**src/rtl/cpu_cfg.svh**
```systemverilog
/*
 * sizes and address map of the five-stage cpu
 * included by the package and by every stage that sizes a memory,
 * a port or an address compare
 */
`ifndef CPU_CFG_SVH
`define CPU_CFG_SVH

// datapath
`define CPU_XLEN 32              // data word width
`define CPU_AW 16                // byte address width, pc and data
`define CPU_REGS 16              // register file entries

// memories, word deep
`define CPU_IM_WORDS 64
`define CPU_DM_WORDS 64

// stores at or above this byte address go out on the host port
`define CPU_HOST_BASE 16'h9000

`endif
```
**src/rtl/cpu_pkg.sv**
```systemverilog
/*
 * types shared by the pipeline stages
 * opcode encoding, the two decode views of an instruction word and the
 * four stage registers. stages import it inside the module body
 */
`default_nettype none

`include "cpu_cfg.svh"

package cpu_pkg;

    typedef enum logic [7:0] {
        OP_NOP  = 8'h00,
        OP_ADD  = 8'h10,
        OP_SUB  = 8'h11,
        OP_AND  = 8'h12,
        OP_OR   = 8'h13,
        OP_ADDI = 8'h18,
        OP_LD   = 8'h80,
        OP_ST   = 8'h83,
        OP_BEQ  = 8'h31,
        OP_BNEQ = 8'h33,
        OP_JMP  = 8'h3D
    } opcode_t;

    // register-register view
    typedef struct packed {
        opcode_t     op;
        logic [3:0]  rd;
        logic [3:0]  rs;
        logic [3:0]  rt;
        logic [11:0] unused;
    } instr_r_t;

    // immediate view, also branch target
    typedef struct packed {
        opcode_t     op;
        logic [3:0]  rd;
        logic [3:0]  rs;
        logic [15:0] imm;
    } instr_i_t;

    typedef union packed {
        instr_r_t r;
        instr_i_t i;
    } instr_t;

    ////////////////////////////////////////
    // stage registers
    ////////////////////////////////////////

    typedef struct packed {
        instr_t instr;                       // all zero is a nop
    } if_id_t;

    typedef struct packed {
        opcode_t               op;
        logic [3:0]            rd;
        logic                  we;
        logic [`CPU_XLEN-1:0]  a;            // rs
        logic [`CPU_XLEN-1:0]  b;            // rt
        logic [`CPU_XLEN-1:0]  st_data;      // rd, stores only
        logic [`CPU_XLEN-1:0]  imm;          // zero extended
        logic                  imm_sel;
    } id_ex_t;

    typedef struct packed {
        opcode_t               op;
        logic [3:0]            rd;
        logic                  we;
        logic                  load;
        logic                  store;
        logic [`CPU_XLEN-1:0]  result;       // alu out or address
        logic [`CPU_XLEN-1:0]  st_data;
    } ex_mem_t;

    typedef struct packed {
        logic [3:0]            rd;
        logic                  we;
        logic [`CPU_XLEN-1:0]  data;
    } mem_wb_t;

endpackage

`default_nettype wire

```
**src/rtl/cpu_fetch.sv**
```systemverilog
/*
 * fetch stage
 * holds the idle/run state, the pc and the instruction memory. in idle
 * the memory is written through the load strobe; a start pulse begins
 * fetching from address 0. hazards and pending branches inject nops
 */
`timescale 1ns/1ns
`default_nettype none

`include "cpu_cfg.svh"

module cpu_fetch (
    input  wire logic                            clk,
    input  wire logic                            rst_n,
    input  wire logic                            load_en,
    input  wire logic [$clog2(`CPU_IM_WORDS)-1:0] load_addr,
    input  wire logic [`CPU_XLEN-1:0]            load_data,
    input  wire logic                            start,
    input  wire logic                            redirect,
    input  wire logic [`CPU_AW-1:0]              target,
    input  cpu_pkg::id_ex_t                      id_ex,
    input  cpu_pkg::ex_mem_t                     ex_mem,
    output logic                                 running,
    output cpu_pkg::if_id_t                      if_id
);
    import cpu_pkg::*;

    localparam int IW = $clog2(`CPU_IM_WORDS);

    logic [`CPU_XLEN-1:0] imem [`CPU_IM_WORDS];
    logic [`CPU_AW-1:0]   pc;
    instr_t               fetched;
    logic [3:0]           src1, src2;
    logic                 use1, use2;
    logic                 raw_stall, br_stall, stall;

    function automatic logic writes_reg(opcode_t op);
        return op inside {OP_ADD, OP_SUB, OP_AND, OP_OR, OP_ADDI, OP_LD};
    endfunction

    function automatic logic is_branch(opcode_t op);
        return op inside {OP_BEQ, OP_BNEQ, OP_JMP};
    endfunction

    assign fetched = imem[pc[IW+1:2]];

    ////////////////////////////////////////
    // hazard detect
    ////////////////////////////////////////

    assign src1 = fetched.r.rs;
    assign src2 = (fetched.r.op == OP_ST) ? fetched.r.rd : fetched.r.rt;   // st reads rd
    assign use1 = fetched.r.op inside {OP_ADD, OP_SUB, OP_AND, OP_OR, OP_ADDI, OP_LD, OP_ST};
    assign use2 = fetched.r.op inside {OP_ADD, OP_SUB, OP_AND, OP_OR, OP_ST};

    function automatic logic hit(logic we, logic [3:0] rd, logic [3:0] s1, logic [3:0] s2,
                                 logic u1, logic u2);
        return we && ((u1 && rd == s1) || (u2 && rd == s2));
    endfunction

    // mem/wb needs no check, rf write lands before decode
    assign raw_stall = hit(writes_reg(if_id.instr.r.op), if_id.instr.r.rd, src1, src2, use1, use2)
                     | hit(id_ex.we, id_ex.rd, src1, src2, use1, use2)
                     | hit(ex_mem.we, ex_mem.rd, src1, src2, use1, use2);
    assign br_stall  = is_branch(if_id.instr.r.op) | is_branch(id_ex.op);
    assign stall     = raw_stall | br_stall;

    ////////////////////////////////////////
    // pc, run state, if/id
    ////////////////////////////////////////

    always_ff @(posedge clk or negedge rst_n) begin
        if (!rst_n) begin
            running <= 1'b0;
            pc      <= '0;
            if_id   <= '0;
        end else begin
            if (start)
                running <= 1'b1;
            if (redirect)
                pc <= target;                        // taken branch, end of execute
            else if (running && !stall)
                pc <= pc + `CPU_AW'(4);
            if_id.instr <= (running && !stall) ? fetched : '0;   // nop on stall or idle
        end
    end

    // loader port, idle only
    always_ff @(posedge clk) begin
        if (load_en && !running)
            imem[load_addr] <= load_data;
    end

    a_no_load_running: assert property (@(posedge clk) disable iff (!rst_n)
        running |-> !load_en);

    a_no_redirect_idle: assert property (@(posedge clk) disable iff (!rst_n)
        redirect |-> running);

endmodule

`default_nettype wire

```
**config.mk**
```make
export PLATFORM = sky130hd
export DESIGN_NAME = cpu_fetch
export DESIGN_NICKNAME = d
export VERILOG_FILES = /design/src/rtl/cpu_pkg.sv /design/src/rtl/cpu_fetch.sv
export VERILOG_INCLUDE_DIRS = /design/src /design/src/rtl
export SDC_FILE = /design/constraint.sdc
export NUM_CORES = 2
export LEC_CHECK = 0
export ABC_AREA = 1
export ABC_CLOCK_PERIOD_IN_PS = 3200
export BUFFER_PORTS_ARGS = -buffer_cell sky130_fd_sc_hd__buf_4
export CORE_ASPECT_RATIO = 0.5
export CORE_MARGIN = 2
export CORE_UTILIZATION = 40
export CTS_BUF_LIST = sky130_fd_sc_hd__clkbuf_4 sky130_fd_sc_hd__clkbuf_8
export DETAILED_ROUTE_END_ITERATION = 12
export PLACE_DENSITY = 0.59
export SLEW_MARGIN = 20
export SYNTH_ARGS = -nofsm -noshare
export SYNTH_HDL_FRONTEND = slang
export SYNTH_SLANG_ARGS = --single-unit
```
**constraint.sdc**
```tcl
create_clock -name clk -period 3.2 [get_ports clk]
set_input_delay 0.32 -clock clk [delete_from_list [all_inputs] [get_ports clk]]
set_output_delay 0.32 -clock clk [all_outputs]
set_load 0.1 [all_outputs]
```
# Word level (Yosys, flattened, before mapping)
# Memories as Yosys holds them, arrays and structs flattened.
# Cells that the tools add are included.
dict set report op_classes {
  n_addsub 1
  eq_ne 25
  mux 6
  n_bitwise 4
  n_reduce_logical 22
}
# cell n
set ops {}
lappend ops {{8-bit by 5-bit == test with 1-bit output, second input constant} 10}
lappend ops {{8-bit by 6-bit == test with 1-bit output, second input constant} 6}
lappend ops {{16-bit two-way mux} 2}
lappend ops {{32-bit two-way mux} 1}
lappend ops {{4-bit == test} 6}
lappend ops {{8-bit == test, second input constant} 3}
lappend ops {{16-bit by 3-bit adder with 16-bit output, second input constant} 1}
lappend ops {{1-bit logical AND} 11}
lappend ops {{7-bit nonzero test} 1}
lappend ops {{3-bit nonzero test} 2}
lappend ops {{6-bit nonzero test} 1}
lappend ops {{5-bit nonzero test} 1}
lappend ops {{4-bit two-way mux} 1}
lappend ops {{1-bit OR} 4}
lappend ops {{1-bit logical OR} 3}
lappend ops {{1-bit logical NOT} 2}
lappend ops {{1-bit two-way mux} 2}
lappend ops {{2-bit nonzero test} 1}
dict set report word_totals {
  register_bits 49
  mem_bits_rw 2048
  inputBits 280
  out_inout_bits 33
  elab_cells 62
  n_memories 1
}
# name depth width rd rd_clocked_by_memory_dff write_ports line_no
set memory_table {}
lappend memory_table {imem 64 32 1 0 1 cpu_fetch.sv:30} ;# logic [`CPU_XLEN-1:0] imem [`CPU_IM_WORDS];

# Longest topological paths before layout
# An unclocked memory read counts as a cell.
dict set report depth {
  ltp_word 14
  ltp_mapped 29
  ltp_nobuf 26
}

# Worst setup path before layout
# No wires, ideal clock.
dict set report synth_path {
  path_kind {register to register}
  start {register running}
  end {memory imem[0][0] (netlist name), enable pin}
  setup_ps 421
  arrival_time_ps 2924
  t_required_ps 2779
  path_slack_ps -145
  stages_incl_launch_ff 4
  n_path_buf 0
  period_less_slack_ps 3345
  path_cell_list {dfrtp_1 > nor2_1 > nand4_1 > nor2_1}
}
dict set report synth_between {
  elab_chain_len 4
}
# element line_no
set synth_lines {}
lappend synth_lines {{from (decl)} cpu_fetch.sv:23} ;# output logic running,
lappend synth_lines {{from (signal assigned)} cpu_fetch.sv:74} ;# running <= 1'b0;
lappend synth_lines {{from (signal assigned)} cpu_fetch.sv:79} ;# running <= 1'b1;
lappend synth_lines {{1-bit logical NOT} cpu_fetch.sv:90} ;# if (load_en && !running)
lappend synth_lines {{1-bit logical AND} cpu_fetch.sv:90}
lappend synth_lines {{1-bit two-way mux} cpu_fetch.sv:90}
lappend synth_lines {{1-bit two-way mux (not written as such)} cpu_fetch.sv:91} ;# imem[load_addr] <= load_data;
lappend synth_lines {{to (decl)} cpu_fetch.sv:30}
# Every way passes these cells.

# Worst setup path after layout
dict set report layout_path {
  start {register pc[2]}
  end {register if_id[3] (netlist name)}
}
dict set report layout_between {
  elab_chain_len 13
  elab_cells_between_ends 35
  cone_classes {13 x eq/ne; 2 x mux; 3 x bitwise; 16 x reduce/logical; 1 x memory}
}
# element line_no
set layout_lines {}
lappend layout_lines {{from (decl)} cpu_fetch.sv:31} ;# logic [`CPU_AW-1:0] pc;
lappend layout_lines {{from (signal assigned)} cpu_fetch.sv:81} ;# pc <= target;
lappend layout_lines {{from (signal assigned)} cpu_fetch.sv:83} ;# pc <= pc + `CPU_AW'(4);
lappend layout_lines {{memory 64 x 32 bit (*)} -}
lappend layout_lines {{8-bit == test} {cpu_fetch.sv:52, cpu_fetch.sv:53, cpu_fetch.sv:54}}
lappend layout_lines {{4-bit two-way mux} cpu_fetch.sv:52} ;# assign src2 = (fetched.r.op == OP_ST) ? fetched.r.rd : fetched.r.rt;
lappend layout_lines {{4-bit == test} cpu_fetch.sv:58} ;# return we && ((u1 && rd == s1) || (u2 && rd == s2));
lappend layout_lines {{1-bit logical AND} cpu_fetch.sv:58}
lappend layout_lines {{1-bit logical OR} cpu_fetch.sv:58}
lappend layout_lines {{1-bit logical AND} cpu_fetch.sv:58}
lappend layout_lines {{1-bit OR} cpu_fetch.sv:63} ;# | hit(id_ex.we, id_ex.rd, src1, src2, use1, use2)
lappend layout_lines {{1-bit OR} cpu_fetch.sv:64} ;# | hit(ex_mem.we, ex_mem.rd, src1, src2, use1, use2);
lappend layout_lines {{1-bit OR} cpu_fetch.sv:66} ;# assign stall = raw_stall | br_stall;
lappend layout_lines {{1-bit logical NOT} cpu_fetch.sv:84} ;# if_id.instr <= (running && !stall) ? fetched : '0;
lappend layout_lines {{1-bit logical AND} cpu_fetch.sv:84}
lappend layout_lines {{32-bit two-way mux (*)} cpu_fetch.sv:84}
lappend layout_lines {{to (decl)} cpu_fetch.sv:24} ;# output cpu_pkg::if_id_t if_id
# Mark *: on every way between the ends. The rest lies on a longest branch, timed or not.
# A chain may end at the register's enable or synchronous reset.

==> out/metrics.csv <==
metric,value,unit
core region area,0.2067,sq mm
Area Overhead vs Synth,19.93,%
grt ovf,0,
violated checks,negative setup slack,
met2 usage,0.3714,
initial antenna violation count,1,
pre-CTS setup slack,-680.3,ps
Worst Tran Pin Value,1233,ps
Mean Syn Cell Area,12.90,sq um
Reg power frac,0.448,
gr usage total,0.2384,
PortBufs,99,
Clock Power Share,0.310,
pwr/cell area,686.3,mW/mm^2
most numerous cell in the Yosys netlist,edfxtp_1,
RSZ-0062 raised after global routing,true,
Yosys top cell area share,0.7407,
Synth area leader,edfxtp_1,
detailed-route via count,56890,
Final nets,7302,
critical path class,register to register,
Num CTS Buffers,313,
Hold EP,running,
async set-reset flop share out of synthesis,0.01869,
Static Leak,0.03418,uW
Initial Util,0.4017,
reg-to-reg setup timing slack,-600,ps
Seq cells post-synth,2087,
R2R depth,12,
status,finished with violations,
"Cell Area, Synth",0.08303,sq mm
Worst Slack Setup Final,-600.2,ps
sequential area share after synthesis,0.7524,
DR DRC count,0,
switching share of power,0.3144,
top_reg_cell synth,edfxtp_1,
Critical Path Sink Type,register,
full die area,0.2115,sq mm
most frequent cells after synthesis,"2048 x edfxtp_1, 1211 x nand2_1, 982 x nand3_1",
CP arrival,4590,ps
Hold Crit Start,start,
Reg-to-Reg End,if_id[3],
Final HPWL DP,141900,microns
clock buffer depth,4,
Non-Filler Instances,10010,
crit path max fanout,142,
CTS tree,done,
first-pass GRT wire length,371500,microns
worst skew pair latency,960,ps
WL final,262900,microns
Post-synth EDFFs,2048,
grt peak-use layer,met2,
met1 Use GR,0.3412,
"CTS clk-pin slew, worst paths",60,ps
Sw Pwr,21490,uW
setup TNS,-14400,ps
GR Layer Usage met3,0.03173,
vias in the first global route,53880,
Cells after DPL,9334,
FMAX,0.2631,GHz
# rows,118,
largest net degree at the start of global routing,143,
router iterations before antenna repair,6,
post-route minimum period,3800,ps
flip-flop and latch area,0.06249,sq mm
syn_nets,6718,
cells after synthesis,6437,
Slew Limit Fails,0,
DR WL/cell,26.28,microns
worst r2r src,pc[2],
via/cell ratio,5.686,
CP required,3990,ps
period utilization,1.188,
Final Hold Slack,134.3,ps
Die W,648.3,microns
routability congestion estimate,0.8963,
Int Power,46850,uW
Ys Warns,0,
combinational power share,0.242,
H-tree lvl count,5,
ANT nets after route,0,
final count of hold timing violations,0,
Multi-input gate area,0.01939,sq mm
synth unique cells,41,
largest cells by area after synthesis,"edfxtp_1 74%, nand3_1 5.9%, nand2_1 5.5%",
Min-Delay Path Class,input pin to register,
die height,326.2,microns
IO Pins,313,
share of cells above drive strength 1,0.1983,
Setup Viol. Count Final,38,
Max VDD drop,0.5262,mV
Setup crit start kind,register,
Max-Cap Viols,0,
Slew headroom,0.1727,
1st-iter DRT viols,7734,
skew final,40.29,ps
Clock Sink Count,2087,
fill cell count,17960,
WHS Path Cells,3,
CTS root buf,clkbuf_8,
## flip-flops by register name (all words and copies together), names as in the netlist
register	count
pc	6
running	1
imem	2048
if_id	32
## worst max-delay path, stage by stage, from the launching register on
cell and delay, ps:
dfrtp_4 480, buf_12 170, clkinv_16 110, clkbuf_16 180
clkbuf_16 190, buf_12 270, o21ai_0 250, o221a_2 210
nor3_1 50, a311oi_1 960, nor3_1 260, nor2_1 360
nor2_1 90
## logic make-up after synthesis
kind of cell,after synthesis,share of synthesized area
adders and majority gates,1,0.0001507
xor gates and xnor gates,8,0.0008439
AOI/OAI and AO/OA,923,0.07042
DFF,2087,0.7524
and+or+nand+nor,2925,0.1492
buffers and inverters,493,0.02697
## metrics by stage
stage | util | area, sq um | power (uW)
after floorplan | - | 83030 | 39480
after global placement | 0.4392 | 90790 | 46010
after detailed placement | 0.4392 | 90790 | 46080
after CTS | 0.4720 | 97560 | 67340
after global routing | 0.4818 | 99580 | 70710
final | 0.4818 | 99580 | 68340
## power by group through the flow
stage | registers (uW) | clock network (uW) | logic (uW)
floorplan | 32400 | 0 | 7050
global placement | 31200 | 0 | 14800
detailed placement | 31200 | 0 | 14900
CTS | 30600 | 21400 | 15300
global route | 30600 | 22600 | 17600
finish | 30600 | 21200 | 16600
## per-layer routing
layer,share of wire,wire length [microns],vias to the layer above
li1,-,-,24980
met5,0,0,-
met1,0.42,110200,28680
met4,0.039,10380,0
met3,0.083,21950,508
met2,0.46,120400,2721
## timing repair
| item | CTS | global route |
|---|---|---|
| hold buffers | 49 | 0 |
| gates cloned | 8 | 33 |
| pin swaps | 3 | 71 |
| hold endpoints to repair | 2023 | 0 |
| buffers inserted | 3 | 40 |
| endpoints found under the setup margin | 38 | 38 |
| gates resized for setup | 41 | 209 |
## cells in the final DEF (no fill, tap or decap), types with 17 or more instances in the layout
cell type	synthesis	layout
a21oi_1	48	47
a311oi_1	45	45
buf_12	0	113
buf_16	0	23
buf_4	26	471
buf_6	7	21
clkbuf_16	0	29
clkbuf_4	0	122
clkbuf_8	0	324
clkinv_1	2	63
clkinv_2	0	17
dfrtp_1	39	33
dlygate4sd3_1	0	48
edfxtp_1	2048	2048
inv_1	33	32
nand2_1	1211	1166
nand2_2	5	39
nand3_1	982	910
nand3_2	0	70
nor2_1	641	575
nor2_4	2	66
nor3_1	56	55
o21ai_0	524	516
o21ai_1	23	28
o221a_2	68	68
o221ai_1	126	126
o22ai_1	68	68
## area by class of cell
cell class | count | share of cell area
Sequential cell | 2087 | 0.6276
Multi-Input combinational cell | 3857 | 0.1947
Timing Repair Buffer | 719 | 0.08171
Clock buffer | 446 | 0.05398
Tap cell | 2760 | 0.03468
Clock inverter | 93 | 0.004737
Inverter | 41 | 0.002224
Timing Repair inverter | 2 | 0.0004146
Antenna cell | 1 | 0.00002513
## worst max path at each step
stage / from / to / cells after the start
5_1_grt: pc[2] / pc[7] / 29
3_5_place_dp: pc[2] / if_id[22] / 25
3_3_place_gp: pc[3] / if_id[14] / 25
6_report: pc[2] / if_id[3] / 12
2_1_floorplan: running / imem[0][0] / 3
4_1_cts: pc[2] / pc[4] / 27
No activity file was read; power rests on OpenSTA's default activity.
