===== config.mk =====
export PLATFORM = sky130hd
export DESIGN_NAME = cpu_execute
export DESIGN_NICKNAME = d
export VERILOG_FILES = /design/src/rtl/cpu_pkg.sv /design/src/rtl/cpu_execute.sv
export VERILOG_INCLUDE_DIRS = /design/src /design/src/rtl
export SDC_FILE = /design/constraint.sdc
export NUM_CORES = 1
export LEC_CHECK = 0
export BUFFER_PORTS_ARGS = -buffer_cell sky130_fd_sc_hd__buf_2
export CORE_ASPECT_RATIO = 1.2
export CORE_UTILIZATION = 45
export CTS_BUF_LIST = sky130_fd_sc_hd__clkbuf_4 sky130_fd_sc_hd__clkbuf_8 sky130_fd_sc_hd__clkbuf_16
export CTS_CLUSTER_SIZE = 24
export DETAILED_ROUTE_END_ITERATION = 8
export PLACE_DENSITY = 0.82
export SYNTH_ARGS = -nofsm -noshare
export SYNTH_HDL_FRONTEND = slang
export SYNTH_SLANG_ARGS = --single-unit

===== constraint.sdc =====
create_clock -name clk -period 1.5 [get_ports clk]
set_clock_uncertainty 0.2 [all_clocks]
set_input_delay 0.075 -clock clk [delete_from_list [all_inputs] [get_ports clk]]
set_output_delay 0.075 -clock clk [all_outputs]
set_load 0.02 [all_outputs]

===== src/rtl/cpu_cfg.svh =====
/*
 * sizes and address map of the five-stage cpu
 * included by the package and by every stage that sizes a memory,
 * a port or an address compare
 */
`ifndef CPU_CFG_SVH
`define CPU_CFG_SVH

// datapath
`define CPU_XLEN 32              // data word width
`define CPU_AW 16                // byte address width, pc and data
`define CPU_REGS 16              // register file entries

// memories, word deep
`define CPU_IM_WORDS 64
`define CPU_DM_WORDS 64

// stores at or above this byte address go out on the host port
`define CPU_HOST_BASE 16'h9000

`endif

===== src/rtl/cpu_pkg.sv =====
/*
 * types shared by the pipeline stages
 * opcode encoding, the two decode views of an instruction word and the
 * four stage registers. stages import it inside the module body
 */
`default_nettype none

`include "cpu_cfg.svh"

package cpu_pkg;

    typedef enum logic [7:0] {
        OP_NOP  = 8'h00,
        OP_ADD  = 8'h10,
        OP_SUB  = 8'h11,
        OP_AND  = 8'h12,
        OP_OR   = 8'h13,
        OP_ADDI = 8'h18,
        OP_LD   = 8'h80,
        OP_ST   = 8'h83,
        OP_BEQ  = 8'h31,
        OP_BNEQ = 8'h33,
        OP_JMP  = 8'h3D
    } opcode_t;

    // register-register view
    typedef struct packed {
        opcode_t     op;
        logic [3:0]  rd;
        logic [3:0]  rs;
        logic [3:0]  rt;
        logic [11:0] unused;
    } instr_r_t;

    // immediate view, also branch target
    typedef struct packed {
        opcode_t     op;
        logic [3:0]  rd;
        logic [3:0]  rs;
        logic [15:0] imm;
    } instr_i_t;

    typedef union packed {
        instr_r_t r;
        instr_i_t i;
    } instr_t;

    ////////////////////////////////////////
    // stage registers
    ////////////////////////////////////////

    typedef struct packed {
        instr_t instr;                       // all zero is a nop
    } if_id_t;

    typedef struct packed {
        opcode_t               op;
        logic [3:0]            rd;
        logic                  we;
        logic [`CPU_XLEN-1:0]  a;            // rs
        logic [`CPU_XLEN-1:0]  b;            // rt
        logic [`CPU_XLEN-1:0]  st_data;      // rd, stores only
        logic [`CPU_XLEN-1:0]  imm;          // zero extended
        logic                  imm_sel;
    } id_ex_t;

    typedef struct packed {
        opcode_t               op;
        logic [3:0]            rd;
        logic                  we;
        logic                  load;
        logic                  store;
        logic [`CPU_XLEN-1:0]  result;       // alu out or address
        logic [`CPU_XLEN-1:0]  st_data;
    } ex_mem_t;

    typedef struct packed {
        logic [3:0]            rd;
        logic                  we;
        logic [`CPU_XLEN-1:0]  data;
    } mem_wb_t;

endpackage

`default_nettype wire


===== src/rtl/cpu_execute.sv =====
/*
 * execute stage
 * alu, zero flag, branch resolution and the ex/mem
 * register. a taken branch drives redirect and target to fetch for
 * the one cycle it sits here
 */
`timescale 1ns/1ns
`default_nettype none

`include "cpu_cfg.svh"

module cpu_execute (
    input  wire logic           clk,
    input  wire logic           rst_n,
    input  cpu_pkg::id_ex_t     id_ex,
    output cpu_pkg::ex_mem_t    ex_mem,
    output logic                redirect,
    output logic [`CPU_AW-1:0]  target
);
    import cpu_pkg::*;

    logic [`CPU_XLEN-1:0] opb, alu_y;
    logic                 set_flags;
    logic                 zf;

    assign opb = id_ex.imm_sel ? id_ex.imm : id_ex.b;

    always_comb begin
        case (id_ex.op)
            OP_ADD, OP_ADDI, OP_LD, OP_ST: alu_y = id_ex.a + opb;   // ld/st give the address
            OP_SUB:                        alu_y = id_ex.a - opb;
            OP_AND:                        alu_y = id_ex.a & opb;
            OP_OR:                         alu_y = id_ex.a | opb;
            default:                       alu_y = '0;
        endcase
    end

    ////////////////////////////////////////
    // flags and branches
    ////////////////////////////////////////

    assign set_flags = id_ex.op inside {OP_ADD, OP_SUB, OP_AND, OP_OR, OP_ADDI};

    always_ff @(posedge clk or negedge rst_n) begin
        if (!rst_n) begin
            zf <= 1'b0;
        end else if (set_flags) begin
            zf <= (alu_y == '0);
        end
    end

    // flags already hold the older alu result here
    assign redirect = (id_ex.op == OP_BEQ && zf)
                    || (id_ex.op == OP_BNEQ && !zf)
                    || (id_ex.op == OP_JMP);
    assign target   = id_ex.imm[`CPU_AW-1:0];

    always_ff @(posedge clk or negedge rst_n) begin
        if (!rst_n) begin
            ex_mem <= '0;
        end else begin
            ex_mem.op      <= id_ex.op;
            ex_mem.rd      <= id_ex.rd;
            ex_mem.we      <= id_ex.we;
            ex_mem.load    <= (id_ex.op == OP_LD);
            ex_mem.store   <= (id_ex.op == OP_ST);
            ex_mem.result  <= alu_y;
            ex_mem.st_data <= id_ex.st_data;
        end
    end

    // fetch holds a nop behind every branch
    a_redirect_pulse: assert property (@(posedge clk) disable iff (!rst_n)
        redirect |=> !redirect);

endmodule

`default_nettype wire


* Word level (Yosys, flattened, before mapping)
Cells that the tools add are included.
Cells by class: add/subtract/negate cells 2, equal/unequal tests 10, mux-type cells 2, bitwise gates (word level) 2, reduce and logical (&&, ||, !) cells 8
Operators with widths (count):
- 32-bit case mux with 4 select lines | 1
- 8-bit by 5-bit equality test with 1-bit output, second input constant | 5
- 32-bit adder | 1
- 32-bit AND | 1
- 32-bit zero test | 1
- 32-bit two-way mux | 1
- 32-bit bitwise OR | 1
- 32-bit subtractor | 1
- 8-bit by 6-bit equality test with 1-bit output, second input constant | 3
- 8-bit equality test, second input constant | 2
- 5-bit nonzero test | 1
- 4-bit OR reduction | 1
- 1-bit logical AND | 2
- 1-bit logical OR | 2
- 1-bit zero test | 1
Word-level totals: register bits 80, input port bits 144, output and inout port bits 96

* Longest topological paths before layout
Gate-level depths: netlist of run 1.
word-level depth 4, gate-level depth with buffers 27, depth with buffers taken out 20

* Least setup slack after synthesis of run 1
No wires, ideal clock.
kind in2reg, start in id_ex[0] in the netlist's numbering, end reg zf, library setup time 0.092 ns, data arrival time 6.574 ns, data required time 1.208 ns, setup slack -5.366 ns, stages on the path 26, path buffers 8, cell sequence buf_2 buf_2 buf_2 buf_2 buf_1 clkbuf_1 clkbuf_1 mux2i_1 ha_1 o221ai_1 o31ai_1 and3_1 a31oi_1 xor2_1 ha_1 clkbuf_1 and4_1 and2_1 a22o_1 nor3b_1 xor2_1 o22ai_1 or4_1 or4_1 or4_1 o31ai_2
Between the ends: cells in the longest elaborated chain, start to end 4, elaborated cells on any way between the ends 7, classes of those cells 2 x add/sub; 2 x mux; 2 x bitwise; 1 x reduce/logical
RTL lines:
- from (decl) | line cpu_execute.sv:15 | input cpu_pkg::id_ex_t id_ex,
- 32-bit two-way mux (*) | line cpu_execute.sv:26 | assign opb = id_ex.imm_sel ? id_ex.imm : id_ex.b;
- 32-bit subtractor, or another cell as far along | line cpu_execute.sv:31 | OP_SUB: alu_y = id_ex.a - opb;
- 32-bit case mux with 4 select lines (*) | line cpu_execute.sv:29 | case (id_ex.op)
- via alu_y[18] | line cpu_execute.sv:22 | logic [`CPU_XLEN-1:0] opb, alu_y;
- 32-bit zero test (*) | line cpu_execute.sv:48 | zf <= (alu_y == '0);
- to (signal assigned) | line cpu_execute.sv:48
- to (decl) | line cpu_execute.sv:24 | logic zf;
Mark *: on every way through the listed nets, which the timed path passes. The rest lies on a longest branch. A chain may end at the register's enable or synchronous reset.

* Worst setup path in the final report of run 1
start in id_ex[137] in the netlist's numbering, end reg zf
Between the ends: cells in the longest elaborated chain, start to end 4, elaborated cells on any way between the ends 11, classes of those cells 7 x eq/ne; 1 x mux; 3 x reduce/logical
RTL lines (line):
- 8-bit by 5-bit equality test with 1-bit output or 8-bit equality test (tied branches) | cpu_execute.sv:29
- 4-bit OR reduction | cpu_execute.sv:29
- 32-bit case mux with 4 select lines (*) | cpu_execute.sv:29
- via alu_y[11] | cpu_execute.sv:22
- 32-bit zero test (*) | cpu_execute.sv:48
Marked as above.

==> results.cfg, run 1 <==
[status]
status = complete, but fails checks
violations = hold timing, setup timing

[clock_tree]
clk_pin_slew_ns = 0.07
cts_htree_levels = 3
cts_made_buffers = 9
clk_latency_ns = 0.33
cts_tree = built
cts.path.max_buffers = 2
cts_sinks = 80
cts_root_buffer = clkbuf_16
hold_buffers = 46

[sta]
timing.fmax_mhz = 208
setup_viol = 34
period_share_pct = 321
relSlewSlack_pct = 56.3
hold_viol = 10
drv_slew = 0
min_period_ns = 4.81
tightest_slew_ns = 0.647
rsz0062_at_grt = true
fin_ws_ns = -3.31
hold_ws_ns = -0.0246

[cells_and_area]
nets = 1458
drive_gt1_share_pct = 58.6
syn2layout_area_growth_pct = 93.1
n_fill_cell = 543
final_area_mm2 = 0.0119

[worst_hold_path]
hold_depth = 3
hold_path.class = in2reg
min_from = id_ex[139]
min_to = ex_mem[32]

[synthesis]
syn_nets = 907
synthCells = 728
synth.most_common_cell = dfrtp_1
synth_ff_type = dfrtp_1
synth_top_area_share_pct = 32.5
synth.avg_cell_area_um2 = 8.46
synth.distinct_cells = 66
synth_edf_count = 0
async_flop_share_pct = 100
synthTopCellsByCount = dfrtp_1 (80), nor2_1 (77), a21oi_1 (65), nand2_1 (53), o21ai_0 (38)
synth_area_mm2 = 0.00616
ys_warn_count = 0
ys_ff_latch = 80
ys_top_cells_by_area = dfrtp_1 (33%), ha_1 (6.9%), a21oi_1 (5.3%), mux2i_1 (5.0%), nor2_1 (4.7%)
synth_top_area_cell = dfrtp_1
ys_seq_area_share_pct = 32.5

[drt]
drc = 0
first_iter_violations = 1142
finalWirelength_um = 32800
first_pass_iters = 8
num_vias = 9276
vias_per_cell = 6.38
wl_per_cell_um = 22.5
ant_nets = 0

[placed_design]
gp_congestion = 0.939
dp_slack_ns = -3.63
io_buffers = 239
dpl_cell_area_mm2 = 0.00933
hpwl_um = 16700

[power_and_ir_drop]
vdd_drop_max_mv = 1.02
p_per_area_mw_per_mm2 = 749
finalPower_mw = 8.91
p_leak_nw = 5.89

[floorplanning]
core-area_mm2 = 0.0133
dieArea_mm2 = 0.0142
fp.dieW_um = 109
rows = 46
num_io_pins = 240
start_util_pct = 46.3
dieHeight_um = 130

[worst_setup_path]
ff2ff_path_depth = 3
cp_max_fo = 8
cp.required_ns = 1.54
r2r_end = zf
r2r-start = zf
reg2reg_slack_ns = 0.51
endpoint_kind = flop
worstPathArrival_ns = 4.85
crit_type = in2reg
start_kind = input pin

[global_routing]
grt_pass1_vias = 8488
grt_usage_pct = 36.9
overflow = 0
antenna_found_initial = 1
grt_pass1_wl_um = 40400
grt_max_degree = 60

[flow_run]
cap_violations = 0
## report_power, final
group	switching, mW	internal [mW]
combinational	2.25	2.14
clock	0.886	1.36
sequential	0.0306	2.24
total	3.17	5.74
## layout make-up
cell class	count	area (um2)	area share (%)
sequential	80	2000	16.8
timing repair buffer	592	4270	35.9
tap	168	210	1.77
antenna	2	5.00	0.0421
clock buffer	10	239	2.01
multi-input combinational	580	5030	42.3
inverter	16	62.6	0.526
clock inverter	6	75.1	0.631
## routing by layer
metal | global-route usage, % | part of all wire, % | routed length [um] | vias up
met5 | 0 | 0 | 0 | -
met4 | 25.4 | 9.8 | 3210 | 0
li1 | - | - | - | 3768
met1 | 40.9 | 32 | 10600 | 4232
met2 | 65.4 | 47 | 15200 | 931
met3 | 4.90 | 11 | 3670 | 345
## layout by cell type (no fill, tap or decap), types with 6 or more instances in the layout
cell,instances
buf_2,229
or4_1,6
ha_1,28
dfrtp_1,80
nor2_1,70
a21oi_1,39
buf_12,6
xnor2_2,10
clkbuf_16,9
mux2i_1,29
and3_1,7
and2_4,6
o21ai_0,15
nand2_1,48
o22ai_2,15
and3_4,7
buf_6,42
a21oi_4,7
xnor2_1,14
a21o_1,13
nand3_1,10
dlygate4sd3_1,46
nand4_1,7
o21ai_2,18
inv_1,13
buf_4,265
nor3_1,11
xor2_1,23
a21oi_2,19
## worst max-delay path by stage
| stage | endpoint | slack [ns] | from |
|---|---|---|---|
| 6_report | zf | -3.31 | id_ex[137] |
| 5_1_grt | zf | -3.38 | id_ex[137] |
| 4_1_cts | zf | -2.95 | id_ex[0] |
| 3_5_place_dp | zf | -3.63 | id_ex[0] |
| 3_3_place_gp | zf | -3.54 | id_ex[0] |
| 2_1_floorplan | zf | -3.90 | id_ex[0] |
## worst max-delay path, stage by stage
cell and delay, ns:
buf_8 0.10, nor4_4 0.30, nand4_1 0.17, buf_6 0.19, buf_6 0.15, o21ai_2 0.09, xnor2_2 0.15, ha_2 0.34
a21oi_2 0.30, o21ai_1 0.18, a31oi_1 0.26, a211o_1 0.20, nand3_2 0.11, or4_4 0.55, or4_4 0.55, or4_1 0.41
or4_4 0.55, o31ai_2 0.18
## metrics by stage
stage               instances  setup TNS (ns)  util (%)
floorplan                 728          -73.01         -
global placement         1330          -66.88      70.2
detailed placement       1330          -68.90      70.2
CTS                      1442          -48.99      85.0
global route             1453          -58.74      89.4
finish                   1454          -56.31      89.4
## state kept, by name, indices dropped and copies added, names as in the netlist
name and flops:
ex_mem 79, zf 1
## what timing repair did
| item | 4_1_cts | 5_1_grt |
|---|---|---|
| pin swaps | 86 | 84 |
| gates cloned | 1 | 0 |
| setup endpoints to repair | 34 | 34 |
| resized for setup | 176 | 117 |
| endpoints found under the hold margin | 126 | 1 |
| setup buffers | 53 | 37 |
## cell families after synthesis
kind of cell / count (synthesis) / share of synthesized area, %
adders and majority gates: 37 / 7.56
and+or+nand+nor: 251 / 20.6
muxes: 33 / 5.41
DFF: 80 / 32.5
buffers and inverters: 68 / 5.22
AOI/OAI and AO/OA: 208 / 21.4
xor gates and xnor gates: 51 / 7.25
Note: power is estimated with default switching activity, not from simulation.
==> inputs of run 2 (changes only) <==
--- a/config.mk
+++ b/config.mk
@@ -12,6 +12,7 @@
 export CTS_BUF_LIST = sky130_fd_sc_hd__clkbuf_4 sky130_fd_sc_hd__clkbuf_8 sky130_fd_sc_hd__clkbuf_16
 export CTS_CLUSTER_SIZE = 24
 export DETAILED_ROUTE_END_ITERATION = 8
+export GPL_TIMING_DRIVEN = 0
 export PLACE_DENSITY = 0.82
 export SYNTH_ARGS = -nofsm -noshare
 export SYNTH_HDL_FRONTEND = slang
==> results.cfg, run 2 (synthesized netlist as in run 1, its figures left out) <==
[cells_and_area]
final_util_pct = 76.8
final_cell_mix = buf_2 (237), dfrtp_1 (80), buf_4 (75), nor2_1 (71), nand2_1 (52)
largest_registers = ex_mem x79, zf x1
syn2layout_area_growth_pct = 65.9
nets = 1273
drive_gt1_share_pct = 47.0
largest_reg_flops = 79
n_antenna_cell = 0
final_cell_count_no_fill = 1266
final_common_cell = buf_2
largest-register = ex_mem

[global_routing]
grt_pass1_vias = 6925
overflow = 0
grt_usage_pct = 30.8
grt_pass1_wl_um = 33900
antenna_found_initial = 0
grt_max_degree = 69

[floorplanning]
start_util_pct = 46.3
dieArea_mm2 = 0.0142
rows = 46
num_io_pins = 240
core-area_mm2 = 0.0133
dieHeight_um = 130
fp.dieW_um = 109

[sta]
relSlewSlack_pct = 35.6
setup_viol = 34
min_period_ns = 5.59
timing.fmax_mhz = 179
drv_slew = 0
hold_ws_ns = -0.0350
tightest_slew_ns = 0.962
hold_viol = 6
period_share_pct = 373
fin_ws_ns = -4.09
rsz0062_at_grt = true
timing.setup.tns_ns = -77.27

[placed_design]
gp_congestion = 0.887
hpwl_um = 15600
dp_slack_ns = -5.29
io_buffers = 239
placed_cells = 1136

[worst_setup_path]
cp_max_fo = 4
cpMostUsedCell = buf_12
reg2reg_slack_ns = 0.42
crit_type = in2reg
worstPathArrival_ns = 5.62
slowest_delay_ns = 0.57
endpoint_kind = flop
slowest_stage = or4_1
start_kind = input pin
cp.required_ns = 1.53

[drt]
ant_nets = 0
drc = 0
vias_per_cell = 6.03
first_iter_violations = 693
first_pass_iters = 6
finalWirelength_um = 25100
wl_per_cell_um = 19.9
num_vias = 7636

[status]
violations = hold timing, setup timing
status = complete, but fails checks

[clock_tree]
cts.path.max_buffers = 2
clk_pin_slew_ns = 0.06
cts_made_buffers = 9
cts_tree = built
cts_htree_levels = 3
cts_root_buffer = clkbuf_16
clk_latency_ns = 0.33
cts_sinks = 80

[flow_run]
cap_violations = 0

[power_and_ir_drop]
vdd_drop_max_mv = 0.960
p_per_area_mw_per_mm2 = 791
p_leak_nw = 4.90

[worst_hold_path]
hold_path.class = in2reg
==> run 2: cell count changes in the layout (fill, tap and decap cells not counted), sizes merged, moves of 3 or more <==
cell / delta
clkbuf: +15
dlymetal6s4s: +6
inv: -3
buf: -203
==> run 2: worst paths after layout <==
check | startpoint | end | depth (start not counted)
worst max-delay path | id_ex[0] | zf | 30
worst min register to register | zf | zf | 3
min in group asynchronous | rst_n | ex_mem[16] | 3
worst max register to register | zf | zf | 3
worst min-delay path | id_ex[126] | ex_mem[61] | 3
max in group asynchronous | rst_n | ex_mem[33] | 3
==> run 2: where the power goes <==
| group | switching, mW | internal [mW] | leakage, nW |
|---|---|---|---|
| sequential | 0.0275 | 2.24 | 1.01 |
| clock | 0.822 | 1.64 | 0.162 |
| combinational | 1.82 | 1.53 | 3.72 |
==> run 2: repair_timing <==
action,4_1_cts,5_1_grt
resized for setup,107,120
buffers inserted,43,31
hold endpoints to repair,137,19
endpoints found under the setup margin,34,48
hold buffers,47,4
pin swaps,45,51
==> run 2: cell type report <==
| type | instances | area, um2 |
|---|---|---|
| clock buffer | 10 | 233 |
| fill | 825 | 3080 |
| clock inverter | 5 | 106 |
| inverter | 16 | 62.6 |
| timing repair buffer | 362 | 2350 |
| buffer | 45 | 440 |
| multi-input combinational | 580 | 4800 |
| sequential | 80 | 2000 |
| tap | 168 | 210 |
==> run 2: per-layer routing <==
layer | wire [um] | share of wire [%] | vias up | track usage (%)
met3 | 2200 | 8.8 | 152 | 4.75
li1 | - | - | 3398 | -
met2 | 12200 | 48 | 541 | 53.9
met4 | 1580 | 6.3 | 0 | 16.0
met1 | 9180 | 37 | 3545 | 36.3
met5 | 0 | 0 | - | 0
==> run 2: worst max-delay path, delay by kind of cell <==
kind | cells | cell delay, ns
fa+ha+maj | 2 | 0.53
mux | 1 | 0.22
xor+xnor | 1 | 0.14
buf+inv | 12 | 1.54
simple gates | 7 | 1.70
compound gates | 7 | 1.42
==> run 2: stage by stage <==
| stage | power (mW) | area, um2 |
|---|---|---|
| 2_1_floorplan | 3.84 | 6440 |
| 3_3_place_gp | 4.51 | 7850 |
| 4_1_cts | 7.52 | 9460 |
| 3_5_place_dp | 4.56 | 7880 |
| 6_report | 8.08 | 10200 |
| 5_1_grt | 8.36 | 10200 |
