## src/rtl/cpu_cfg.svh

```systemverilog
/*
 * sizes and address map of the five-stage cpu
 * included by the package and by every stage that sizes a memory,
 * a port or an address compare
 */
`ifndef CPU_CFG_SVH
`define CPU_CFG_SVH

// datapath
`define CPU_XLEN 32              // data word width
`define CPU_AW 16                // byte address width, pc and data
`define CPU_REGS 16              // register file entries

// memories, word deep
`define CPU_IM_WORDS 64
`define CPU_DM_WORDS 64

// stores at or above this byte address go out on the host port
`define CPU_HOST_BASE 16'h9000

`endif
```

## src/rtl/cpu_pkg.sv

```systemverilog
/*
 * types shared by the pipeline stages
 * opcode encoding, the two decode views of an instruction word and the
 * four stage registers. stages import it inside the module body
 */
`default_nettype none

`include "cpu_cfg.svh"

package cpu_pkg;

    typedef enum logic [7:0] {
        OP_NOP  = 8'h00,
        OP_ADD  = 8'h10,
        OP_SUB  = 8'h11,
        OP_AND  = 8'h12,
        OP_OR   = 8'h13,
        OP_ADDI = 8'h18,
        OP_LD   = 8'h80,
        OP_ST   = 8'h83,
        OP_BEQ  = 8'h31,
        OP_BNEQ = 8'h33,
        OP_JMP  = 8'h3D
    } opcode_t;

    // register-register view
    typedef struct packed {
        opcode_t     op;
        logic [3:0]  rd;
        logic [3:0]  rs;
        logic [3:0]  rt;
        logic [11:0] unused;
    } instr_r_t;

    // immediate view, also branch target
    typedef struct packed {
        opcode_t     op;
        logic [3:0]  rd;
        logic [3:0]  rs;
        logic [15:0] imm;
    } instr_i_t;

    typedef union packed {
        instr_r_t r;
        instr_i_t i;
    } instr_t;

    ////////////////////////////////////////
    // stage registers
    ////////////////////////////////////////

    typedef struct packed {
        instr_t instr;                       // all zero is a nop
    } if_id_t;

    typedef struct packed {
        opcode_t               op;
        logic [3:0]            rd;
        logic                  we;
        logic [`CPU_XLEN-1:0]  a;            // rs
        logic [`CPU_XLEN-1:0]  b;            // rt
        logic [`CPU_XLEN-1:0]  st_data;      // rd, stores only
        logic [`CPU_XLEN-1:0]  imm;          // zero extended
        logic                  imm_sel;
    } id_ex_t;

    typedef struct packed {
        opcode_t               op;
        logic [3:0]            rd;
        logic                  we;
        logic                  load;
        logic                  store;
        logic [`CPU_XLEN-1:0]  result;       // alu out or address
        logic [`CPU_XLEN-1:0]  st_data;
    } ex_mem_t;

    typedef struct packed {
        logic [3:0]            rd;
        logic                  we;
        logic [`CPU_XLEN-1:0]  data;
    } mem_wb_t;

endpackage

`default_nettype wire

```

## src/rtl/cpu_decode.sv

```systemverilog
/*
 * decode stage
 * register file with a combinational read and a write from writeback,
 * opcode decode into control bits and the id/ex register. opcodes
 * outside the supported set leave as a nop
 */
`timescale 1ns/1ns
`default_nettype none

`include "cpu_cfg.svh"

module cpu_decode (
    input  wire logic          clk,
    input  wire logic          rst_n,
    input  cpu_pkg::if_id_t    if_id,
    input  cpu_pkg::mem_wb_t   mem_wb,
    output cpu_pkg::id_ex_t    id_ex
);
    import cpu_pkg::*;

    logic [`CPU_XLEN-1:0] regs [`CPU_REGS];
    instr_t               ins;
    id_ex_t               nxt;

    assign ins = if_id.instr;

    ////////////////////////////////////////
    // register file
    ////////////////////////////////////////

    always_ff @(posedge clk or negedge rst_n) begin
        if (!rst_n) begin
            for (int k = 0; k < `CPU_REGS; k++)
                regs[k] <= '0;
        end else if (mem_wb.we) begin
            regs[mem_wb.rd] <= mem_wb.data;
        end
    end

    ////////////////////////////////////////
    // control decode
    ////////////////////////////////////////

    always_comb begin
        nxt = '0;                                    // nop unless recognised
        case (ins.r.op)
            OP_ADD, OP_SUB, OP_AND, OP_OR: begin
                nxt.op = ins.r.op;
                nxt.rd = ins.r.rd;
                nxt.we = 1'b1;
                nxt.a  = regs[ins.r.rs];
                nxt.b  = regs[ins.r.rt];
            end
            OP_ADDI, OP_LD: begin
                nxt.op      = ins.i.op;
                nxt.rd      = ins.i.rd;
                nxt.we      = 1'b1;
                nxt.a       = regs[ins.i.rs];
                nxt.imm     = {{(`CPU_XLEN-16){1'b0}}, ins.i.imm};
                nxt.imm_sel = 1'b1;
            end
            OP_ST: begin
                nxt.op      = ins.i.op;
                nxt.a       = regs[ins.i.rs];        // base
                nxt.st_data = regs[ins.i.rd];        // rd is the data source
                nxt.imm     = {{(`CPU_XLEN-16){1'b0}}, ins.i.imm};
                nxt.imm_sel = 1'b1;
            end
            OP_BEQ, OP_BNEQ, OP_JMP: begin
                nxt.op  = ins.i.op;
                nxt.imm = {{(`CPU_XLEN-16){1'b0}}, ins.i.imm};   // byte target
            end
            default: ;
        endcase
    end

    always_ff @(posedge clk or negedge rst_n) begin
        if (!rst_n)
            id_ex <= '0;
        else
            id_ex <= nxt;
    end

endmodule

`default_nettype wire

```

## config.mk

```make
export PLATFORM = sky130hd
export DESIGN_NAME = cpu_decode
export DESIGN_NICKNAME = d
export VERILOG_FILES = /design/src/rtl/cpu_pkg.sv /design/src/rtl/cpu_decode.sv
export VERILOG_INCLUDE_DIRS = /design/src /design/src/rtl
export SDC_FILE = /design/constraint.sdc
export NUM_CORES = 1
export LEC_CHECK = 0
export BUFFER_PORTS_ARGS = -buffer_cell sky130_fd_sc_hd__buf_2
export CELL_PAD_IN_SITES_DETAIL_PLACEMENT = 0
export CELL_PAD_IN_SITES_GLOBAL_PLACEMENT = 1
export CORE_ASPECT_RATIO = 1.5
export CORE_UTILIZATION = 53
export DETAILED_ROUTE_END_ITERATION = 8
export PLACE_DENSITY_LB_ADDON = 0.25
export SLEW_MARGIN = 20
export SYNTH_ARGS = -nofsm -noshare
export SYNTH_HDL_FRONTEND = slang
export SYNTH_SLANG_ARGS = --single-unit
```

## constraint.sdc

```tcl
create_clock -name clk -period 3.5 [get_ports clk]
set_input_delay 0.525 -clock clk [delete_from_list [all_inputs] [get_ports clk]]
set_output_delay 0.525 -clock clk [all_outputs]
set_load 0.005 [all_outputs]
```

# --- Word level (Yosys, flattened, before mapping) ---
# Index checks and enable logic that the tools add are counted.
classes:
  order_cmp: 5
  n_eq_ne: 10
  n_mux: 19
  bitwise_logic: 4
  n_reduce_logical: 7
ops:
  columns: ["cell", "count"]
  rows:
  - ["bitwise mux 512 bit", 1]
  - ["binary-select mux 32 bit (select 4 bit)", 3]
  - ["two-way mux 32 bit", 10]
  - ["demux 32 bit (select 4 bit)", 1]
  - ["equality test 8 x 5 -> 1 bit (second input constant)", 5]
  - ["equality test 8 x 6 -> 1 bit (second input constant)", 3]
  - ["greater-or-equal comparator 5 bit (second input constant)", 4]
  - ["NOT 4 -> 5 bit", 4]
  - ["equality test 8 bit (second input constant)", 2]
  - ["two-way mux 16 bit", 1]
  - ["OR reduction 6 bit", 2]
  - ["OR reduction 10 bit", 1]
  - ["two-way mux 8 bit", 1]
  - ["OR reduction 7 bit", 1]
  - ["less-than comparator 5 x 1 -> 1 bit (second input constant)", 1]
  - ["two-way mux 5 bit", 1]
  - ["OR reduction 4 bit", 1]
  - ["OR reduction 3 bit", 1]
  - ["logical AND 1 bit", 1]
  - ["two-way mux 1 bit", 1]
word_totals:
  regBits: 654

# --- Depth between registers and ports, before layout ---
# Gate-level depths: netlist of the first run.
logic_depth:
  depth_word: 6
  mapped_depth: 6

# --- Worst setup path after synthesis of the first run ---
# Ideal clock, no wire load.
synth_timing:
  kind: "in2reg"
  start: "input if_id[12] (netlist name)"
  end: "register id_ex[73] (netlist name)"
  setup_ps: 151
  arrival_ps: 1835
  path_slack_ps: 1514
  stages: 6
  n_path_buf: 3
  cell_sequence: "buf_4 > buf_6 > buf_6 > mux4_2 > a211oi_2 > a211oi_2"
synth_rtl:
  columns: ["item", "line_no", "text"]
  rows:
  - ["from (decl)", "cpu_decode.sv:15", "input cpu_pkg::if_id_t if_id,"]
  - ["to (signal assigned)", "cpu_decode.sv:81", "id_ex <= nxt;"]
  - ["to (decl)", "cpu_decode.sv:17", "output cpu_pkg::id_ex_t id_ex"]

==> insert_results.sql, run 1 <==
INSERT INTO impl_metrics (metric_group, metric, value, unit) VALUES
('global_route', 'first_global_vias', '24100', ''),
('yosys', 'ys_seq_elements', '638', ''),
('setup_path', 'path_class', 'in -> reg', ''),
('routing', 'drcViolationCount', '0', ''),
('setup_path', 'reg2reg_to', 'id_ex[93]', ''),
('power', 'power.switching', '6.19', 'mW'),
('die', 'placement_rows', '115', ''),
('clock_tree', 'cts_resized', '0', ''),
('timing', 'finalSetupViolCount', '0', ''),
('yosys', 'yosys.cell_count.top_type', 'dfrtp_1', ''),
('timing', 'clock_skew', '0.0156', 'ns'),
('routing', 'drt-vias-per-instance', '6.88', ''),
('timing', 'unrepaired_setup_endpoints_after_global_routing', 'no', ''),
('finish', 'insertedDiodeCount', '0', ''),
('yosys', 'syn_avg_cell_area', '16.1', 'um2'),
('yosys', 'syn-cell-area', '35200', 'um2'),
('power', 'clock_power_share', '0.313', ''),
('yosys', 'dominantRegCellSynth', 'dfrtp_1', ''),
('timing', 'totalNegativeSetupSlack', '0', 'ns'),
('routing', 'routed-via-count', '22300', ''),
('global_route', 'grt_pass1_wl', '154000', 'um'),
('setup_path', 'timing.critical_path.fanout_max', '17', ''),
('finish', 'share_of_layout_cells_above_drive_strength_1', '0.596', ''),
('setup_path', 'crit_path_end_kind', 'flop', ''),
('clock_tree', 'htreeDepth', '2', ''),
('clock_tree', 'ctsLongestPathBuffers', '3', ''),
('global_route', 'number_of_antenna_violations_at_the_first_check_in_global_routing', '4', ''),
('setup_path', 'endpoint_of_the_worst_setup_timing_path', 'id_ex[57]', ''),
('die', 'num_io_pins', '213', ''),
('yosys', 'ys_top_cells_by_count', 'dfrtp_1, mux2_2, mux4_2, mux2i_1, buf_2', ''),
('die', 'initial_utilization', '0.537', ''),
('power', 'worst_ir_drop_vdd', '0.371', 'mV'),
('clock_tree', 'cts_setup_buffers', '0', ''),
('outcome', 'status', 'complete, no violations', ''),
('yosys', 'synth-seq-area-share', '0.453', ''),
('routing', 'postRouteAntennaNets', '0', ''),
('yosys', 'asyncSetResetFlopFracSynth', '1.00', ''),
('power', 'power.density_cell_area', '563', 'nW/um2'),
('die', 'die_h', '318', 'um'),
('power', 'power.static_leakage', '16.5', 'nW'),
('timing', 'post-route-period-util', '0.580', ''),
('clock_tree', 'postCtsHoldBufs', '1', ''),
('clock_tree', 'cts_root_buffer', 'clkbuf_16', ''),
('power', 'comb_power_share', '0.230', ''),
('clock_tree', 'cts_made_buffers', '61', ''),
('job', 'maxCapViolCount', '0', ''),
('yosys', 'synthDistinctLibCells', '47', ''),
('clock_tree', 'tritoncts', 'done', ''),
('die', 'horizontal_die_dimension', '212', 'um'),
('die', 'core-area', '65600', 'um2'),
('power', 'swShare', '0.278', ''),
('setup_path', 'crit-reg2reg-launch', 'regs[348]', ''),
('yosys', 'number_of_cells_produced_by_synthesis', '2182', ''),
('setup_path', 'reg2reg_slack', '1.77', 'ns'),
('timing', 'final_hold_viols', '0', ''),
('yosys', 'yosys.area.top_type_share', '0.453', ''),
('setup_path', 'worstSetupStartpointType', 'input port', ''),
('timing', 'highest_achievable_clock_rate', '0.493', 'GHz'),
('timing', 'finalMaxSlewViolations', '0', ''),
('place', 'gp_congestion', '0.822', ''),
('clock_tree', 'cts.clk_slew.worst_paths', '0.06', 'ns'),
('setup_path', 'crit_required', '4.04', 'ns'),
('routing', 'detail_route.first_pass.iterations', '5', ''),
('yosys', 'cells_taking_the_most_area_after_synthesis', 'dfrtp_1, mux4_2, mux2_2', ''),
('global_route', 'overflow', '0', ''),
('routing', 'drt-wirelength-per-cell', '31.4', 'um'),
('power', 'seqPwrFrac', '0.457', ''),
('yosys', 'synth-edff-count', '0', ''),
('hold_path', 'hp-class', 'in -> reg', ''),
('yosys', 'yosys_warnings', '0', ''),
('place', 'dp_hpwl', '60200', 'um');
sequential cells by signal, indices dropped and copies added (netlist names):
signal	count
id_ex	126
regs	512
layout make-up:
class                   count  area, um2
clock buffers              79       1730
inverters                   1       3.75
flip-flops and latches    638      16000
clock inverters            36        370
well taps                 877       1100
repair buffers            291       2190
fillers                  4981      26100
multi-input cells        1314      18100
worst min path at each step:
stage,start,endpoint,slack (ns),cells past startpoint
2_1_floorplan,rst_n,id_ex[0],0.23,0
3_3_place_gp,regs[371],regs[371],0.52,1
3_5_place_dp,regs[244],regs[244],0.53,1
4_1_cts,if_id[3],id_ex[4],0.07,2
5_1_grt,if_id[7],id_ex[8],0.1,2
6_report,if_id[3],id_ex[4],0.11,2
placed cells by master (no fill, tap or decap), drive strengths merged, types with 17 or more instances in the layout:
cell type  instances
o22ai             32
buf              288
a211oi            95
mux2             512
clkbuf            81
dfrtp            638
clkinv            25
nor2b             50
mux2i             97
conb              17
a22oi             63
mux4             384
stage by stage:
stage	hold WS [ns]	area (um2)	setup slack (ns)	utilization	std cells
4_1_cts	0.0656	39500	1.54	0.602	3236
3_5_place_dp	0.528	37400	0.840	0.570	3120
5_1_grt	0.0998	39500	1.40	0.602	3236
6_report	0.105	39500	1.47	0.602	3236
2_1_floorplan	0.229	35300	1.51	-	2198
3_3_place_gp	0.517	37400	0.905	0.570	3120
critical path: stages:
cell	delay (ns)
buf_2	0.12
or4b_4	0.58
nor3_4	0.26
nand2b_2	0.52
buf_4	0.40
o22ai_1	0.14
power groups by stage:
stage               clock (mW)  sequential, mW  combinational (mW)
floorplan                    0            9.73                4.13
global placement             0            10.0                5.00
detailed placement           0            10.2                5.12
CTS                       7.10            10.1                5.14
global route              7.35            10.3                5.44
finish                    6.96            10.1                5.11
kinds of logic (layout without fill, tap and decap cells):
kind of cell           after synthesis  count (layout)  synth area share
DFF                                638             638             0.453
and+or+nand+nor                    102             102            0.0183
AOI/OAI and AO/OA                  202             202            0.0547
other                                1              17          0.000106
buffers and inverters              246             407            0.0368
muxes                              993             993             0.437
layer usage:
layer,GRT usage,up-vias,share of wire
met5,0,-,0.00052
met4,0.122,8,0.039
met3,0.0645,250,0.073
met2,0.502,1026,0.49
met1,0.414,12100,0.39
li1,-,8896,-
Note: power is estimated with default switching activity, not from simulation.
==> run 2, diff against run 1 <==
--- a/config.mk
+++ b/config.mk
@@ -6,11 +6,12 @@
 export SDC_FILE = /design/constraint.sdc
 export NUM_CORES = 1
 export LEC_CHECK = 0
+export ABC_AREA = 1
 export BUFFER_PORTS_ARGS = -buffer_cell sky130_fd_sc_hd__buf_2
 export CELL_PAD_IN_SITES_DETAIL_PLACEMENT = 0
 export CELL_PAD_IN_SITES_GLOBAL_PLACEMENT = 1
 export CORE_ASPECT_RATIO = 1.5
-export CORE_UTILIZATION = 53
+export CORE_UTILIZATION = 40
 export DETAILED_ROUTE_END_ITERATION = 8
 export PLACE_DENSITY_LB_ADDON = 0.25
 export SLEW_MARGIN = 20
==> constraint.sdc (replaced) <==
create_clock -name clk -period 1.7 [get_ports clk]
set_input_delay 0.255 -clock clk [delete_from_list [all_inputs] [get_ports clk]]
set_output_delay 0.255 -clock clk [all_outputs]
set_load 0.005 [all_outputs]
==> run 2 against run 1 <==
Clock power grew 140%. Sequential share of layout area shrank 5.3 points. Final area grew 15%. Critical path depth shrank 5. Flip-flop and latch count is the same. Combinational power grew 120%. Core utilization shrank 12 points. Power grew 120%. Critical endpoint is now id_ex[56]. Worst setup slack lost 1.3 ns. Non-clock buffer count grew 199. Synthesized area grew 9.1%. First-iteration DRC count grew 140%.
==> insert_results.sql, run 2 <==
INSERT INTO impl_metrics (metric_group, metric, value, unit) VALUES
('yosys', 'synth_fa_ha_area_frac', '0', ''),
('clock_tree', 'tritoncts', 'done', ''),
('setup_path', 'crit_path_end_kind', 'output port', ''),
('outcome', 'status', 'complete, no violations', ''),
('place', 'gp_congestion', '0.874', ''),
('routing', 'drt-wirelength-per-cell', '22.5', 'um'),
('die', 'num_io_pins', '213', ''),
('yosys', 'dominant_combinational_cell_family_by_area_after_synthesis', 'simple AND/OR/NAND/NOR gates', ''),
('clock_tree', 'clk-insertion-delay-late', '0.68', 'ns'),
('clock_tree', 'htreeDepth', '3', ''),
('routing', 'detail_route.first_pass.iterations', '5', ''),
('global_route', 'overflow', '0', ''),
('yosys', 'post_synth_mux_area_share', '0', ''),
('yosys', 'cells_taking_the_most_area_after_synthesis', 'dfrtp_1, nand2_1, nand3_1', ''),
('setup_path', 'ff2ff_path_depth', '9', ''),
('place', 'dp_hpwl', '101000', 'um'),
('finish', 'largest_register_ff_count', '512', ''),
('clock_tree', 'ctsLongestPathBuffers', '3', ''),
('finish', 'registers.top_by_ff_count', 'regs', ''),
('setup_path', 'worstSetupStartpointType', 'flop', ''),
('finish', 'layout.filler_cells', '9653', ''),
('routing', 'postRouteAntennaNets', '0', ''),
('global_route', 'grt_use_total', '0.337', ''),
('die', 'initial_utilization', '0.405', ''),
('setup_path', 'reg2reg_to', 'id_ex[37]', ''),
('die', 'core-area', '94800', 'um2'),
('yosys', 'synth-seq-area-share', '0.415', ''),
('finish', 'area_delta_synth_final', '18.3', '%'),
('routing', 'length_of_routed_met3_wiring', '12200', 'um'),
('yosys', 'syn-cell-area', '38400', 'um2'),
('global_route', 'grt_pass1_wl', '246000', 'um'),
('yosys', 'synthXorXnorAreaFrac', '0', ''),
('place', 'buffers_on_ports', '196', ''),
('power', 'power.static_leakage', '22.8', 'nW'),
('timing', 'post-route-period-util', '0.916', ''),
('global_route', 'grt_start_max_net_pins', '70', ''),
('routing', 'maxUsedRoutingLayer', 'met5', ''),
('routing', 'initialDrtViolationCount', '4504', ''),
('clock_tree', 'cts.sink_count', '638', ''),
('setup_path', 'endpoint_of_the_worst_setup_timing_path', 'id_ex[56]', ''),
('yosys', 'ys_seq_elements', '638', ''),
('clock_tree', 'cts_made_buffers', '72', ''),
('timing', 'totalNegativeSetupSlack', '0', 'ns'),
('setup_path', 'setup.worst_path.start', 'id_ex[56]', ''),
('yosys', 'synth-compound-area-share', '0.100', ''),
('timing', 'hold_slack', '0.100', 'ns'),
('timing', 'fin_crit', '1.56', 'ns'),
('global_route', 'number_of_antenna_violations_at_the_first_check_in_global_routing', '3', ''),
('die', 'placement_rows', '138', ''),
('yosys', 'yosys.cell_count.top_type', 'nand2_1', ''),
('yosys', 'asyncSetResetFlopFracSynth', '1.00', ''),
('timing', 'finalMaxSlewViolations', '0', ''),
('die', 'dieArea', '97300', 'um2'),
('timing', 'finalSetupViolCount', '0', ''),
('setup_path', 'path_cells', 'buf_2', ''),
('yosys', 'synth_simple_gate_area_share', '0.374', ''),
('power', 'power.density_cell_area', '1050', 'nW/um2'),
('routing', 'drcViolationCount', '0', ''),
('routing', 'drt-vias-per-instance', '5.53', ''),
('setup_path', 'path_class', 'reg -> out', ''),
('setup_path', 'critPathArrivalTime', '1.30', 'ns'),
('yosys', 'synthDistinctLibCells', '24', ''),
('yosys', 'number_of_cells_produced_by_synthesis', '5842', ''),
('hold_path', 'hp-class', 'in -> async', ''),
('finish', 'layout_top_registers', 'regs: 512 flops, id_ex: 126 flops', ''),
('power', 'fin_total_pwr', '47.8', 'mW'),
('finish', 'final_cell_mix', 'nand2_1, nand3_1, dfrtp_1, o21ai_0, inv_1', ''),
('yosys', 'syn_avg_cell_area', '6.58', 'um2'),
('setup_path', 'bufs_and_invs_on_worst_path', '1', ''),
('routing', 'finalWirelength', '164000', 'um'),
('clock_tree', 'cts_root_buffer', 'clkbuf_16', ''),
('routing', 'routed-via-count', '40400', ''),
('clock_tree', 'cts.clk_slew.worst_paths', '0.06', 'ns'),
('timing', 'highest_achievable_clock_rate', '0.642', 'GHz'),
('setup_path', 'timing.critical_path.fanout_max', '1', ''),
('die', 'horizontal_die_dimension', '255', 'um'),
('global_route', 'first_global_vias', '38300', ''),
('yosys', 'ys_top_cells_by_count', 'nand2_1, nand3_1, dfrtp_1, o21ai_0, inv_1', ''),
('setup_path', 'crit_required', '1.44', 'ns'),
('yosys', 'yosysTopAreaCell', 'dfrtp_1', ''),
('yosys', 'yosys.area.top_type_share', '0.415', ''),
('yosys', 'dominantRegCellSynth', 'dfrtp_1', ''),
('setup_path', 'worst_path_max_delay_cell', 'dfrtp_1', ''),
('yosys', 'yosys_warnings', '0', ''),
('setup_path', 'crit_cells', '1', ''),
('setup_path', 'reg2reg_slack', '0.37', 'ns'),
('power', 'worst_ir_drop_vdd', '0.762', 'mV'),
('yosys', 'synth-edff-count', '0', ''),
('die', 'die_h', '382', 'um'),
('finish', 'layout_commonest_cell', 'nand2_1', ''),
('setup_path', 'critical-path-top-delay-family', 'flip-flops', ''),
('finish', 'share_of_layout_cells_above_drive_strength_1', '0.0983', ''),
('timing', 'clock_skew', '0.0228', 'ns'),
('timing', 'final_hold_viols', '0', ''),
('finish', 'nNetsFinal', '6059', ''),
('routing', 'met1_length', '67200', 'um'),
('job', 'maxCapViolCount', '0', ''),
('timing', 'unrepaired_setup_endpoints_after_global_routing', 'no', ''),
('routing', 'met2_wire_length', '77800', 'um'),
('setup_path', 'crit-reg2reg-launch', 'regs[260]', ''),
('setup_path', 'max_stage_delay', '0.48', 'ns');
[run 2: cell families (layout without fill, tap and decap cells)]
logic type | after synthesis | after routing
AO/OA/AOI/OAI | 768 | 768
buffers and inverters | 998 | 1182
flip-flops | 638 | 638
other | 1 | 18
AND/OR/NAND/NOR | 3437 | 3437
[run 2: stage by stage]
step,std cells,utilization,worst slack (ns),instance area (um2)
floorplan,5858,-,0.402,38500
global placement,7119,0.449,0.0820,42500
detailed placement,7119,0.449,0.0585,42500
CTS,7302,0.480,0.111,45500
global route,7303,0.480,0.0850,45500
finish,7303,0.480,0.143,45500
[run 2: repair_timing]
action / 4_1_cts / 5_1_grt
hold endpoints to repair: 605 / 0
setup endpoints to repair: 0 / 8
hold buffers: 55 / 0
setup buffers: 0 / 0
resized for setup: 0 / 1
[run 2: where the power goes]
group	switching, mW	leakage, nW	internal [mW]	total, mW
Clock	6.95	1.17	9.41	16.4
Combinational	6.86	13.5	4.14	11.0
Sequential	2.61	8.11	17.9	20.5
[run 2: layout make-up]
class	instances	area, um2	area share
Multi-Input combinational cell	4222	18400	0.404
Sequential cell	638	16000	0.351
Timing Repair Buffer	490	5040	0.111
Inverter	564	2160	0.0475
Clock buffer	103	2110	0.0464
Tap cell	1260	1580	0.0347
Clock inverter	25	269	0.00592
Antenna cell	1	2.50	0.0000550
[run 2: worst min path at each step]
stage / end / slack [ns]
floorplan: id_ex[0] / -0.04
global placement: regs[108] / 0.18
detailed placement: regs[108] / 0.17
CTS: regs[108] / 0.07
global route: regs[108] / 0.12
finish: regs[108] / 0.10
[run 2: routing by layer]
metal  vias to the layer above  track usage
li1                      18800            -
met1                     19300        0.438
met2                      1894        0.552
met3                       361       0.0432
met4                         4        0.163
met5                         -            0
